**config.mk**
```make
export PLATFORM = sky130hd
export DESIGN_NAME = saturn_decoder_top
export DESIGN_NICKNAME = d
export VERILOG_FILES = /design/src/source/saturn_bus_pkg.sv /design/src/source/saturn_isa_pkg.sv /design/src/source/nibble_fetch.sv /design/src/source/imm_collector.sv /design/src/source/opcode_sequencer.sv /design/src/source/saturn_decoder_top.sv
export SDC_FILE = /design/constraint.sdc
export NUM_CORES = 1
export LEC_CHECK = 0
export ABC_CLOCK_PERIOD_IN_PS = 7000
export BUFFER_PORTS_ARGS = -buffer_cell sky130_fd_sc_hd__buf_2
export CORE_ASPECT_RATIO = 0.6
export CORE_MARGIN = 2
export CORE_UTILIZATION = 55
export CTS_BUF_LIST = sky130_fd_sc_hd__clkbuf_8
export DETAILED_ROUTE_END_ITERATION = 8
export PLACE_DENSITY = 0.82
export SLEW_MARGIN = 0
export SYNTH_ARGS = -nofsm -noshare
export SYNTH_HDL_FRONTEND = slang
export SYNTH_HIERARCHICAL = 1
export SYNTH_SLANG_ARGS = --single-unit
```
**constraint.sdc**
```tcl
create_clock -name i_clk -period 7 [get_ports i_clk]
set_clock_uncertainty 0.2 [all_clocks]
set_input_delay 2.1 -clock i_clk [delete_from_list [all_inputs] [get_ports i_clk]]
set_output_delay 2.1 -clock i_clk [all_outputs]
set_load 0.02 [all_outputs]
```
**src/source/saturn_bus_pkg.sv**
```systemverilog
/* fetch bus types and constants: address and data widths,
   start address after reset and address step per read */
`default_nettype none

package saturn_bus_pkg;

  // nibble addressed program space
  localparam int WB_ADR_W = 20;
  localparam int WB_DAT_W = 4;

  // one nibble address on the fetch bus
  typedef logic [WB_ADR_W-1:0] wb_adr_t;

  // read data, always a single nibble
  typedef logic [WB_DAT_W-1:0] wb_dat_t;

  // fetch starts here and runs linearly
  localparam wb_adr_t RESET_PC = 20'h00000;

  // sequential reads, one nibble per bus cycle
  localparam wb_adr_t FETCH_STEP = 20'h00001;

endpackage

`default_nettype wire

```
**src/source/saturn_isa_pkg.sv**
```systemverilog
/* instruction set types and constants: nibble, alu operation, immediate
   length and data, offset lengths, first nibble and 0x opcodes */
`default_nettype none

package saturn_isa_pkg;

  localparam int NIBBLE_W = 4;

  typedef logic [NIBBLE_W-1:0] nibble_t;

  // operations handed to the execute stage
  typedef enum logic [4:0] {
    NOP      = 5'd0,
    COPY     = 5'd1,
    EXCH     = 5'd2,
    ZERO     = 5'd3,
    INC      = 5'd4,
    DEC      = 5'd5,
    JMP_REL2 = 5'd6,
    JMP_REL3 = 5'd7,
    TEST_GO  = 5'd8
  } alu_op_t;

  typedef logic [4:0] imm_len_t;

  // first collected nibble sits in bits 3:0
  typedef logic [16*NIBBLE_W-1:0] imm_data_t;

  localparam imm_len_t IMM_MAX_NIBBLES = 5'd16;

  // offset lengths of the jump blocks
  localparam imm_len_t GO_CARRY_LEN = 5'd2;
  localparam imm_len_t GOTO_LEN     = 5'd3;

  // first nibble blocks
  localparam nibble_t OPC_BLOCK_0 = 4'h0;
  localparam nibble_t OPC_LOAD_P  = 4'h2;
  localparam nibble_t OPC_LOAD_C  = 4'h3;
  localparam nibble_t OPC_GOC     = 4'h4;
  localparam nibble_t OPC_GONC    = 4'h5;
  localparam nibble_t OPC_GOTO    = 4'h6;
  localparam nibble_t OPC_GOSUB   = 4'h7;

  // second nibble of block 0x
  localparam nibble_t SUB_RTNSXM = 4'h0;
  localparam nibble_t SUB_RTN    = 4'h1;
  localparam nibble_t SUB_RTNSC  = 4'h2;
  localparam nibble_t SUB_RTNCC  = 4'h3;
  localparam nibble_t SUB_SETHEX = 4'h4;
  localparam nibble_t SUB_SETDEC = 4'h5;
  localparam nibble_t SUB_RSTK_C = 4'h6;
  localparam nibble_t SUB_C_RSTK = 4'h7;
  localparam nibble_t SUB_CLRST  = 4'h8;
  localparam nibble_t SUB_C_ST   = 4'h9;
  localparam nibble_t SUB_ST_C   = 4'hA;
  localparam nibble_t SUB_CSTEX  = 4'hB;
  localparam nibble_t SUB_P_INC  = 4'hC;
  localparam nibble_t SUB_P_DEC  = 4'hD;

endpackage

`default_nettype wire

```
**src/source/nibble_fetch.sv**
```systemverilog
/* wishbone classic read master for sequential program nibbles
   with a one entry prefetch buffer toward the decoder */
`default_nettype none

module nibble_fetch (
  input  wire logic                    i_clk,
  input  wire logic                    i_reset,
  output logic                         o_wb_cyc,
  output logic                         o_wb_stb,
  output saturn_bus_pkg::wb_adr_t      o_wb_adr,
  input  wire logic                    i_wb_ack,
  input  wire saturn_bus_pkg::wb_dat_t i_wb_dat,
  output logic                         o_nib_valid,
  output saturn_isa_pkg::nibble_t      o_nib_data,
  output saturn_bus_pkg::wb_adr_t      o_nib_addr,
  input  wire logic                    i_nib_take
);
  import saturn_bus_pkg::*;

  logic ack_fire;
  logic buf_free;

  assign ack_fire = o_wb_stb && i_wb_ack;

  // buffer empty now or emptied at this edge
  assign buf_free = !o_nib_valid || i_nib_take;

  always_ff @(posedge i_clk) begin
    if (i_reset) begin
      o_wb_cyc    <= 1'b0;
      o_wb_stb    <= 1'b0;
      o_wb_adr    <= RESET_PC;
      o_nib_valid <= 1'b0;
    end else begin
      if (o_wb_cyc) begin
        // cycle ends on ack, idle for at least one clock afterwards
        if (ack_fire) begin
          o_wb_cyc <= 1'b0;
          o_wb_stb <= 1'b0;
          o_wb_adr <= o_wb_adr + FETCH_STEP;
        end
      end else if (buf_free) begin
        o_wb_cyc <= 1'b1;
        o_wb_stb <= 1'b1;
      end

      if (ack_fire) begin
        o_nib_valid <= 1'b1;
      end else if (i_nib_take) begin
        o_nib_valid <= 1'b0;
      end
    end
  end

  // buffered nibble and the address it came from
  always_ff @(posedge i_clk) begin
    if (ack_fire) begin
      o_nib_data <= i_wb_dat;
      o_nib_addr <= o_wb_adr;
    end
  end

  a_stb_in_cyc: assert property (
    @(posedge i_clk) disable iff (i_reset)
    o_wb_stb |-> o_wb_cyc
  );

  // request held with the same address until the slave answers
  a_adr_hold: assert property (
    @(posedge i_clk) disable iff (i_reset)
    o_wb_stb && !i_wb_ack |=> o_wb_stb && $stable(o_wb_adr)
  );

endmodule

`default_nettype wire

```
**src/source/imm_collector.sv**
```systemverilog
/* immediate nibble collector: counted run of nibbles packed
   first lowest, with a flag on the nibble that completes the run */
`default_nettype none

module imm_collector (
  input  wire logic                     i_clk,
  input  wire logic                     i_reset,
  input  wire logic                     i_start,
  input  wire saturn_isa_pkg::imm_len_t i_len,
  input  wire logic                     i_push,
  input  wire saturn_isa_pkg::nibble_t  i_nibble,
  output logic                          o_last,
  output saturn_isa_pkg::imm_data_t     o_data,
  output saturn_isa_pkg::imm_len_t      o_count
);
  import saturn_isa_pkg::*;

  imm_len_t len;
  imm_len_t pos;

  assign o_count = pos;

  // completes on the push itself, not a cycle later
  assign o_last = i_push && ((pos + imm_len_t'(1)) == len);

  always_ff @(posedge i_clk) begin
    if (i_reset) begin
      len <= '0;
      pos <= '0;
    end else if (i_start) begin
      len <= i_len;
      pos <= '0;
    end else if (i_push) begin
      pos <= pos + imm_len_t'(1);
    end
  end

  always_ff @(posedge i_clk) begin
    if (i_start) begin
      o_data <= '0;
    end else if (i_push) begin
      o_data[pos[3:0]*NIBBLE_W +: NIBBLE_W] <= i_nibble;
    end
  end

  a_pos_in_range: assert property (
    @(posedge i_clk) disable iff (i_reset)
    pos <= IMM_MAX_NIBBLES
  );

endmodule

`default_nettype wire

```
**src/source/opcode_sequencer.sv**
```systemverilog
/* decoder FSM: first nibble dispatch, block 0x flags, P= and LC loads,
   jump offsets, and the decoded record held until the execute stage takes it */
`default_nettype none

module opcode_sequencer (
  input  wire logic                     i_clk,
  input  wire logic                     i_reset,
  input  wire logic                     i_nib_valid,
  input  wire saturn_isa_pkg::nibble_t  i_nib_data,
  input  wire saturn_bus_pkg::wb_adr_t  i_nib_addr,
  output logic                          o_nib_take,
  output logic                          o_imm_start,
  output saturn_isa_pkg::imm_len_t      o_imm_len,
  output logic                          o_imm_push,
  input  wire logic                     i_imm_last,
  input  wire logic                     i_ins_ready,
  output logic                          o_ins_valid,
  output saturn_bus_pkg::wb_adr_t       o_ins_addr,
  output saturn_isa_pkg::alu_op_t       o_alu_op,
  output logic                          o_ins_alu_op,
  output saturn_isa_pkg::nibble_t       o_imm_value,
  output logic                          o_ins_rtn,
  output logic                          o_push,
  output logic                          o_pop,
  output logic                          o_set_xm,
  output logic                          o_set_carry,
  output logic                          o_carry_val,
  output logic                          o_test_carry,
  output logic                          o_ins_set_mode,
  output logic                          o_mode_dec,
  output logic                          o_dec_error
);
  import saturn_isa_pkg::*;

  typedef enum logic [2:0] {
    FIRST,
    BLOCK_0,
    LOAD_P,
    LOAD_C_COUNT,
    COLLECT,
    HOLD
  } state_t;

  state_t state;
  logic   nib_fire;

  // no nibble taken while a record waits
  assign o_nib_take = (state != HOLD);
  assign nib_fire   = i_nib_valid && o_nib_take;

  // collector restarts on every first nibble, so non-immediate records see length 0
  assign o_imm_start = nib_fire && (state == FIRST || state == LOAD_C_COUNT);
  assign o_imm_push  = nib_fire && (state == COLLECT);

  always_comb begin
    o_imm_len = '0;
    if (state == LOAD_C_COUNT) begin
      o_imm_len = imm_len_t'(i_nib_data) + imm_len_t'(1);
    end else if (i_nib_data == OPC_GOC || i_nib_data == OPC_GONC) begin
      o_imm_len = GO_CARRY_LEN;
    end else if (i_nib_data == OPC_GOTO || i_nib_data == OPC_GOSUB) begin
      o_imm_len = GOTO_LEN;
    end
  end

  always_ff @(posedge i_clk) begin
    if (i_reset) begin
      state          <= FIRST;
      o_ins_valid    <= 1'b0;
      o_alu_op       <= NOP;
      o_ins_alu_op   <= 1'b0;
      o_ins_rtn      <= 1'b0;
      o_push         <= 1'b0;
      o_pop          <= 1'b0;
      o_set_xm       <= 1'b0;
      o_set_carry    <= 1'b0;
      o_carry_val    <= 1'b0;
      o_test_carry   <= 1'b0;
      o_ins_set_mode <= 1'b0;
      o_mode_dec     <= 1'b0;
      o_dec_error    <= 1'b0;
    end else begin
      case (state)
        FIRST: begin
          if (nib_fire) begin
            o_ins_addr     <= i_nib_addr;
            o_imm_value    <= '0;
            o_alu_op       <= NOP;
            o_ins_alu_op   <= 1'b0;
            o_ins_rtn      <= 1'b0;
            o_push         <= 1'b0;
            o_pop          <= 1'b0;
            o_set_xm       <= 1'b0;
            o_set_carry    <= 1'b0;
            o_carry_val    <= 1'b0;
            o_test_carry   <= 1'b0;
            o_ins_set_mode <= 1'b0;
            o_mode_dec     <= 1'b0;
            o_dec_error    <= 1'b0;
            case (i_nib_data)
              OPC_BLOCK_0: state <= BLOCK_0;
              OPC_LOAD_P:  state <= LOAD_P;
              OPC_LOAD_C:  state <= LOAD_C_COUNT;
              OPC_GOC, OPC_GONC: begin
                o_alu_op     <= JMP_REL2;
                o_test_carry <= 1'b1;
                o_carry_val  <= (i_nib_data == OPC_GOC);
                state        <= COLLECT;
              end
              OPC_GOTO, OPC_GOSUB: begin
                o_alu_op <= JMP_REL3;
                o_push   <= (i_nib_data == OPC_GOSUB);
                state    <= COLLECT;
              end
              default: begin
                // unsupported block, resync on the next nibble
                o_dec_error <= 1'b1;
                o_ins_valid <= 1'b1;
                state       <= HOLD;
              end
            endcase
          end
        end

        BLOCK_0: begin
          if (nib_fire) begin
            case (i_nib_data)
              SUB_RTNSXM, SUB_RTN, SUB_RTNSC, SUB_RTNCC: begin
                o_ins_rtn   <= 1'b1;
                o_pop       <= 1'b1;
                o_set_xm    <= (i_nib_data == SUB_RTNSXM);
                o_set_carry <= (i_nib_data == SUB_RTNSC || i_nib_data == SUB_RTNCC);
                o_carry_val <= (i_nib_data == SUB_RTNSC);
              end
              SUB_SETHEX, SUB_SETDEC: begin
                o_ins_set_mode <= 1'b1;
                o_mode_dec     <= (i_nib_data == SUB_SETDEC);
              end
              SUB_RSTK_C, SUB_C_RSTK: begin
                o_ins_alu_op <= 1'b1;
                o_alu_op     <= COPY;
                o_push       <= (i_nib_data == SUB_RSTK_C);
                o_pop        <= (i_nib_data == SUB_C_RSTK);
              end
              SUB_CLRST: begin
                o_ins_alu_op <= 1'b1;
                o_alu_op     <= ZERO;
              end
              SUB_C_ST, SUB_ST_C: begin
                o_ins_alu_op <= 1'b1;
                o_alu_op     <= COPY;
              end
              SUB_CSTEX: begin
                o_ins_alu_op <= 1'b1;
                o_alu_op     <= EXCH;
              end
              SUB_P_INC, SUB_P_DEC: begin
                o_ins_alu_op <= 1'b1;
                o_alu_op     <= (i_nib_data == SUB_P_DEC) ? DEC : INC;
              end
              // 0E and 0F
              default: o_dec_error <= 1'b1;
            endcase
            o_ins_valid <= 1'b1;
            state       <= HOLD;
          end
        end

        LOAD_P: begin
          if (nib_fire) begin
            o_ins_alu_op <= 1'b1;
            o_alu_op     <= COPY;
            o_imm_value  <= i_nib_data;
            o_ins_valid  <= 1'b1;
            state        <= HOLD;
          end
        end

        LOAD_C_COUNT: begin
          if (nib_fire) begin
            o_ins_alu_op <= 1'b1;
            o_alu_op     <= COPY;
            state        <= COLLECT;
          end
        end

        COLLECT: begin
          if (nib_fire) begin
            // last nibble seen stays visible in the record
            o_imm_value <= i_nib_data;
            if (i_imm_last) begin
              o_ins_valid <= 1'b1;
              state       <= HOLD;
            end
          end
        end

        HOLD: begin
          if (i_ins_ready) begin
            o_ins_valid <= 1'b0;
            state       <= FIRST;
          end
        end

        default: state <= FIRST;
      endcase
    end
  end

  // execute stage stall freezes the whole record
  a_record_hold: assert property (
    @(posedge i_clk) disable iff (i_reset)
    o_ins_valid && !i_ins_ready |=> o_ins_valid && $stable(o_ins_addr)
      && $stable(o_alu_op) && $stable(o_ins_alu_op) && $stable(o_imm_value)
      && $stable(o_ins_rtn) && $stable(o_push) && $stable(o_pop)
      && $stable(o_set_xm) && $stable(o_set_carry) && $stable(o_carry_val)
      && $stable(o_test_carry) && $stable(o_ins_set_mode) && $stable(o_mode_dec)
      && $stable(o_dec_error)
  );

endmodule

`default_nettype wire

```
**src/source/saturn_decoder_top.sv**
```systemverilog
/* decoder top level: nibble fetch on the wishbone side,
   opcode sequencer and immediate collector toward execute */
`default_nettype none

module saturn_decoder_top (
  input  wire logic                    i_clk,
  input  wire logic                    i_reset,
  output logic                         o_wb_cyc,
  output logic                         o_wb_stb,
  output saturn_bus_pkg::wb_adr_t      o_wb_adr,
  input  wire logic                    i_wb_ack,
  input  wire saturn_bus_pkg::wb_dat_t i_wb_dat,
  input  wire logic                    i_ins_ready,
  output logic                         o_ins_valid,
  output saturn_bus_pkg::wb_adr_t      o_ins_addr,
  output saturn_isa_pkg::alu_op_t      o_alu_op,
  output logic                         o_ins_alu_op,
  output saturn_isa_pkg::nibble_t      o_imm_value,
  output saturn_isa_pkg::imm_data_t    o_imm_data,
  output saturn_isa_pkg::imm_len_t     o_imm_len,
  output logic                         o_ins_rtn,
  output logic                         o_push,
  output logic                         o_pop,
  output logic                         o_set_xm,
  output logic                         o_set_carry,
  output logic                         o_carry_val,
  output logic                         o_test_carry,
  output logic                         o_ins_set_mode,
  output logic                         o_mode_dec,
  output logic                         o_dec_error
);
  import saturn_bus_pkg::*;
  import saturn_isa_pkg::*;

  // nibble stream
  logic     nib_valid;
  nibble_t  nib_data;
  wb_adr_t  nib_addr;
  logic     nib_take;

  // immediate path
  logic     imm_start;
  imm_len_t imm_len;
  logic     imm_push;
  logic     imm_last;

  nibble_fetch u_fetch (
    .i_clk      (i_clk),
    .i_reset    (i_reset),
    .o_wb_cyc   (o_wb_cyc),
    .o_wb_stb   (o_wb_stb),
    .o_wb_adr   (o_wb_adr),
    .i_wb_ack   (i_wb_ack),
    .i_wb_dat   (i_wb_dat),
    .o_nib_valid(nib_valid),
    .o_nib_data (nib_data),
    .o_nib_addr (nib_addr),
    .i_nib_take (nib_take)
  );

  opcode_sequencer u_seq (
    .i_clk         (i_clk),
    .i_reset       (i_reset),
    .i_nib_valid   (nib_valid),
    .i_nib_data    (nib_data),
    .i_nib_addr    (nib_addr),
    .o_nib_take    (nib_take),
    .o_imm_start   (imm_start),
    .o_imm_len     (imm_len),
    .o_imm_push    (imm_push),
    .i_imm_last    (imm_last),
    .i_ins_ready   (i_ins_ready),
    .o_ins_valid   (o_ins_valid),
    .o_ins_addr    (o_ins_addr),
    .o_alu_op      (o_alu_op),
    .o_ins_alu_op  (o_ins_alu_op),
    .o_imm_value   (o_imm_value),
    .o_ins_rtn     (o_ins_rtn),
    .o_push        (o_push),
    .o_pop         (o_pop),
    .o_set_xm      (o_set_xm),
    .o_set_carry   (o_set_carry),
    .o_carry_val   (o_carry_val),
    .o_test_carry  (o_test_carry),
    .o_ins_set_mode(o_ins_set_mode),
    .o_mode_dec    (o_mode_dec),
    .o_dec_error   (o_dec_error)
  );

  // pushed nibble comes straight from the prefetch buffer
  imm_collector u_imm (
    .i_clk   (i_clk),
    .i_reset (i_reset),
    .i_start (imm_start),
    .i_len   (imm_len),
    .i_push  (imm_push),
    .i_nibble(nib_data),
    .o_last  (imm_last),
    .o_data  (o_imm_data),
    .o_count (o_imm_len)
  );

endmodule

`default_nettype wire

```
Word level (Yosys, flattened, before mapping)
Cells that the tools add are included.
{"block": "word_totals", "register_bits": 165, "in_bits": 8, "elab_cells": 191}
{"block": "classes", "add_sub_neg": 4, "n_eq_ne": 38, "shifts": 2, "n_mux": 75, "bitwise_logic": 1, "n_reduce_logical": 46}
{"operator": "$bwmux 64", "count": 1}
{"operator": "$shift 4x34->64 const A", "count": 1}
{"operator": "$shiftx 4x34->64", "count": 1}
{"operator": "$mux 1", "count": 42}
{"operator": "$neg 6->34", "count": 1}
{"operator": "$mux 5", "count": 5}
{"operator": "$eq 4x4->1 const B", "count": 6}
{"operator": "$reduce_and 4->1", "count": 6}
{"operator": "$add 20x1->20 const B", "count": 1}
{"operator": "$ne 2x1->1 const B", "count": 10}
{"operator": "$pmux 1 s2", "count": 10}
{"operator": "$pmux 5 s4", "count": 1}
{"operator": "$mux 3", "count": 6}
{"operator": "$eq 4x3->1 const B", "count": 4}
{"operator": "$pmux 3 s5", "count": 1}
{"operator": "$pmux 5 s3", "count": 1}
{"operator": "$reduce_or 14->1", "count": 1}
{"operator": "$reduce_or 2->1", "count": 7}
{"operator": "$ne 2x2->1 const B", "count": 6}
{"operator": "$pmux 3 s4", "count": 1}
{"operator": "$reduce_or 4->1", "count": 3}
{"operator": "$reduce_and 5->1", "count": 2}
{"operator": "$eq 4x2->1 const B", "count": 2}
{"operator": "$mux 4", "count": 2}
{"operator": "other kinds (30)", "count": 45}

Depth between registers and ports, before layout
{"block": "depth", "word_depth": 7, "depth_mapped": 11, "depth_no_buf": 9}

Modules after synthesis
Netlist, hierarchy kept.
{"mod": "imm_collector", "n_inst": 1, "cells_per_inst": 381, "area_each_um2": 3450.8, "seq_area_each_um2": 1481.4}
{"mod": "opcode_sequencer", "n_inst": 1, "cells_per_inst": 204, "area_each_um2": 2105.8, "seq_area_each_um2": 1081.0}
{"mod": "nibble_fetch", "n_inst": 1, "cells_per_inst": 148, "area_each_um2": 1795.5, "seq_area_each_um2": 1181.1}

Worst setup path before layout
No wires, ideal clock.
{"block": "synth_timing", "kind": "input to register", "start": "input port i_reset", "end": "register u_seq.o_ins_addr[0] (enable)", "t_arrival_ps": 3401, "t_required_ps": 6403, "slack_ps": 3002, "cell_stages": 3, "n_path_buf": 2, "cell_sequence": "clkbuf_1 -> clkbuf_1 -> nor2_1"}
{"block": "synth_via", "elab_chain_len": 2}
{"element": "start: declaration", "line_no": "saturn_decoder_top.sv:7", "text": "input wire logic i_reset,"}
{"element": "$not 1->1 (no line)"}
{"element": "$reduce_and 3->1 (no line)"}
{"element": "end signal: assignment", "line_no": "opcode_sequencer.sv:86", "text": "o_ins_addr <= i_nib_addr;"}
{"element": "end: declaration", "line_no": "opcode_sequencer.sv:18", "text": "output saturn_bus_pkg::wb_adr_t o_ins_addr,"}
No other way between the ends.
A chain may end at the register's enable or synchronous reset.

Worst setup path after layout
{"block": "layout_timing", "start": "register u_imm.pos[2], in the netlist u_imm/o_count[2]", "end": "output port o_imm_len[2]"}
{"element": "start: declaration", "line_no": "imm_collector.sv:19", "text": "imm_len_t pos;"}
{"element": "start signal: assignment", "line_no": "imm_collector.sv:34", "text": "pos <= pos + imm_len_t'(1);"}
{"element": "end: declaration", "line_no": "saturn_decoder_top.sv:20", "text": "output saturn_isa_pkg::imm_len_t o_imm_len,"}
No word-level cell between the ends.

==> flow_summary.json <==
{
  "status": "finished clean",
  "final.period_utilization_pct": 55.1,
  "synth-simple-area-share_pct": 21.6,
  "finalWeightedCongestion": 0.926,
  "cts_tree": "done",
  "startpoint_type": "flip-flop",
  "ys.flop_type": "dfxtp_1",
  "synth_xor_area_share_pct": 3.20,
  "io-pin-count": 140,
  "dr.pass1.iters": 6,
  "row_count": 32,
  "viasPerCell": 5.88,
  "syn_area_um2": 7350,
  "finalSetupTns_ns": 0,
  "wl_mm": 18.4,
  "grt_pass1_wl_mm": 29.3,
  "crit_chain": "buf_2",
  "critical-path-top-delay-family": "flip-flops",
  "synthMuxAreaShare_pct": 5.65,
  "synth-compound-area-share_pct": 12.7,
  "cpPeakStageDelay_ns": 0.83,
  "synth_top_area_share_pct": 31.3,
  "diodes": 0,
  "synth_cell_types": 78,
  "clock_latency_ns": 0.45,
  "worst-path-max-fanout": 16,
  "grt_max_degree": 87,
  "maxCapViolCount": 0,
  "slew_viol_final": 0,
  "port_buffers": 137,
  "cts_htree_levels": 4,
  "ys_warn_count": 6,
  "root_buffer": "clkbuf_8",
  "critPathSlowestCell": "dfxtp_1",
  "power.density_nw_per_um2": 213,
  "path_clk_slew_ns": 0.08,
  "clockBufferDepth": 2,
  "drtIter0Drc": 712,
  "ys_seq_area_share_pct": 50.9,
  "place_hpwl_mm": 12.7,
  "cp.required_ns": 4.70,
  "drc": 0,
  "numCtsBuffers": 17,
  "cts-resized-gates": 0,
  "grt_pass1_vias": 5368,
  "grt_antenna_before_repair": 0,
  "hp-class": "flip-flop to flip-flop",
  "synth_top_family_by_area": "simple AND/OR/NAND/NOR gates",
  "coreArea_um2": 12900,
  "dieWidth_um": 153,
  "gr-total-overflow": 0,
  "avgSynthCellArea_um2": 10.0,
  "final_net_count": 865,
  "stdcell_count": 1032,
  "synth_edf_count": 48,
  "dp_cells": 999,
  "p_leak_nw": 3.38,
  "start_util_pct": 56.8,
  "slew-limit-headroom_pct": 28.6,
  "worst_slew_pin_slew_ns": 1.07,
  "synth-async-reset-ratio_pct": 0,
  "ys_ff_latch": 163,
  "hold_buffers": 0,
  "synthCells": 733,
  "crit_arrival_ns": 1.56,
  "synthAdderAreaFrac_pct": 1.36,
  "synth_area_leaders": "dfxtp_1, edfxtp_1, mux2i_1, nand2b_1, a21oi_1",
  "num-fill-cells": 1064,
  "area_growth_pct": 15.7,
  "ir_drop_v": 0.000114,
  "die-height_um": 93.6,
  "fmax_mhz": 259,
  "dieArea_um2": 14300,
  "wire_per_inst_um": 17.8,
  "vias": 6070,
  "crit_path_end_kind": "output port",
  "worstSetupPathType": "flip-flop to output port",
  "setup_viol": 0,
  "layout-drive-gt1-share_pct": 23.7,
  "numClockSinks": 163,
  "detail-route-antenna-nets": 0,
  "post_cts_buffers": 0,
  "yosysTopAreaCell": "dfxtp_1",
  "hold_viol": 0,
  "period_minus_slack_ns": 3.86,
  "track_usage_pct": 26.0,
  "critPathBufInv": 1,
  "rsz0062_at_grt": "no"
}
-- cell families after synthesis --
| group | Yosys count |
|---|---|
| and+or+nand+nor | 282 |
| DFF | 163 |
| AOI/OAI and AO/OA | 142 |
| buffers and inverters | 70 |
| muxes | 41 |
| xor gates and xnor gates | 26 |
| adders and majority gates | 8 |
| other | 1 |
-- registers in the layout (all words and copies together) (netlist names), 3 cells and up --
register            count
u_imm/len               5
u_seq/o_ins_addr       20
u_seq/o_imm_value       4
u_fetch/o_nib_data      4
u_imm/o_data           64
u_seq/state             3
u_seq/o_alu_op          3
u_fetch/o_nib_addr     20
u_imm/o_count           5
u_fetch/o_wb_adr       20
-- synthesized netlist by cell type (all sizes together) (6+ instances only) --
cell type / n
nand2b: 49
dfxtp: 115
xnor2: 17
nor2: 51
a211oi: 8
nand3b: 6
nand2: 33
inv: 23
nand3: 39
xor2: 9
mux2i: 37
edfxtp: 48
buf: 23
a21oi: 59
ha: 8
o21ai: 38
clkbuf: 24
nand4: 31
or3: 14
nor3: 28
-- through the flow --
| step | setup WS [ns] | hold slack (ns) | total power (W) | cell area [um^2] | util (%) |
|---|---|---|---|---|---|
| after global routing | 3.05 | 0.229 | 0.00187 | 8500 | 65.8 |
| after CTS | 3.12 | 0.225 | 0.00181 | 8490 | 65.7 |
| after floorplan | 3.00 | 0.200 | 0.00107 | 7360 | - |
| final | 3.14 | 0.224 | 0.00181 | 8500 | 65.8 |
| after detailed placement | 3.01 | 0.205 | 0.00109 | 8060 | 62.3 |
| after global placement | 3.24 | 0.201 | 0.00109 | 8060 | 62.3 |
-- report_power, final --
part	internal, W	switching, W
clock	0.000366	0.000374
sequential	0.000982	0.0000133
combinational	0.0000231	0.0000491
-- placed cells by master (no fill, tap or decap), types with 5 or more instances in the layout --
master	synthesis	layout
edfxtp_1	48	48
buf_4	3	5
nand2_1	33	33
mux2i_1	37	37
or3_1	10	10
nand3_1	39	39
o31ai_1	5	5
inv_8	0	5
xor2_1	8	8
clkbuf_8	1	17
nand2b_1	48	48
nand4_1	29	29
a21oi_1	58	58
nor2_1	50	50
inv_1	23	24
o21ai_0	36	36
nor3_1	26	26
dfxtp_1	115	115
nand3b_1	6	6
xnor2_1	17	17
buf_2	12	137
ha_1	8	8
a211oi_1	8	8
-- worst paths after layout --
kind / depth (start not counted) / end / slack, ns / start
setup / recovery: 1 / o_imm_len[2] / 3.14 / u_imm/o_count[2]$_SDFFE_PP0P_
hold / removal: 0 / u_seq/o_ins_addr[5]$_DFFE_PP_ / 0.22 / u_fetch/o_nib_addr[5]$_DFFE_PP_
setup reg to reg: 8 / u_imm/o_data[56]$_SDFFE_PP0P_ / 3.73 / u_seq/state[1]$_SDFFE_PP0P_
hold reg to reg: 0 / u_seq/o_ins_addr[5]$_DFFE_PP_ / 0.22 / u_fetch/o_nib_addr[5]$_DFFE_PP_
-- final cells by class --
type                       count  area (um^2)  area share [%]
tap                          170          213            2.50
inverter                      23         86.3            1.02
clock buffer                  17          234            2.75
clock inverter                15          196            2.31
timing repair buffer         143          736            8.65
multi-input combinational    501         3290            38.7
sequential                   163         3740            44.0
-- per-layer routing --
layer	global-route usage, %	vias to the layer above	share of wire [%]
li1	-	2875	-
met3	6.07	30	9.7
met1	40.9	2896	48
met2	34.5	269	41
met4	8.33	0	1.7
met5	0	-	0
No activity file was read; power rests on OpenSTA's default activity.
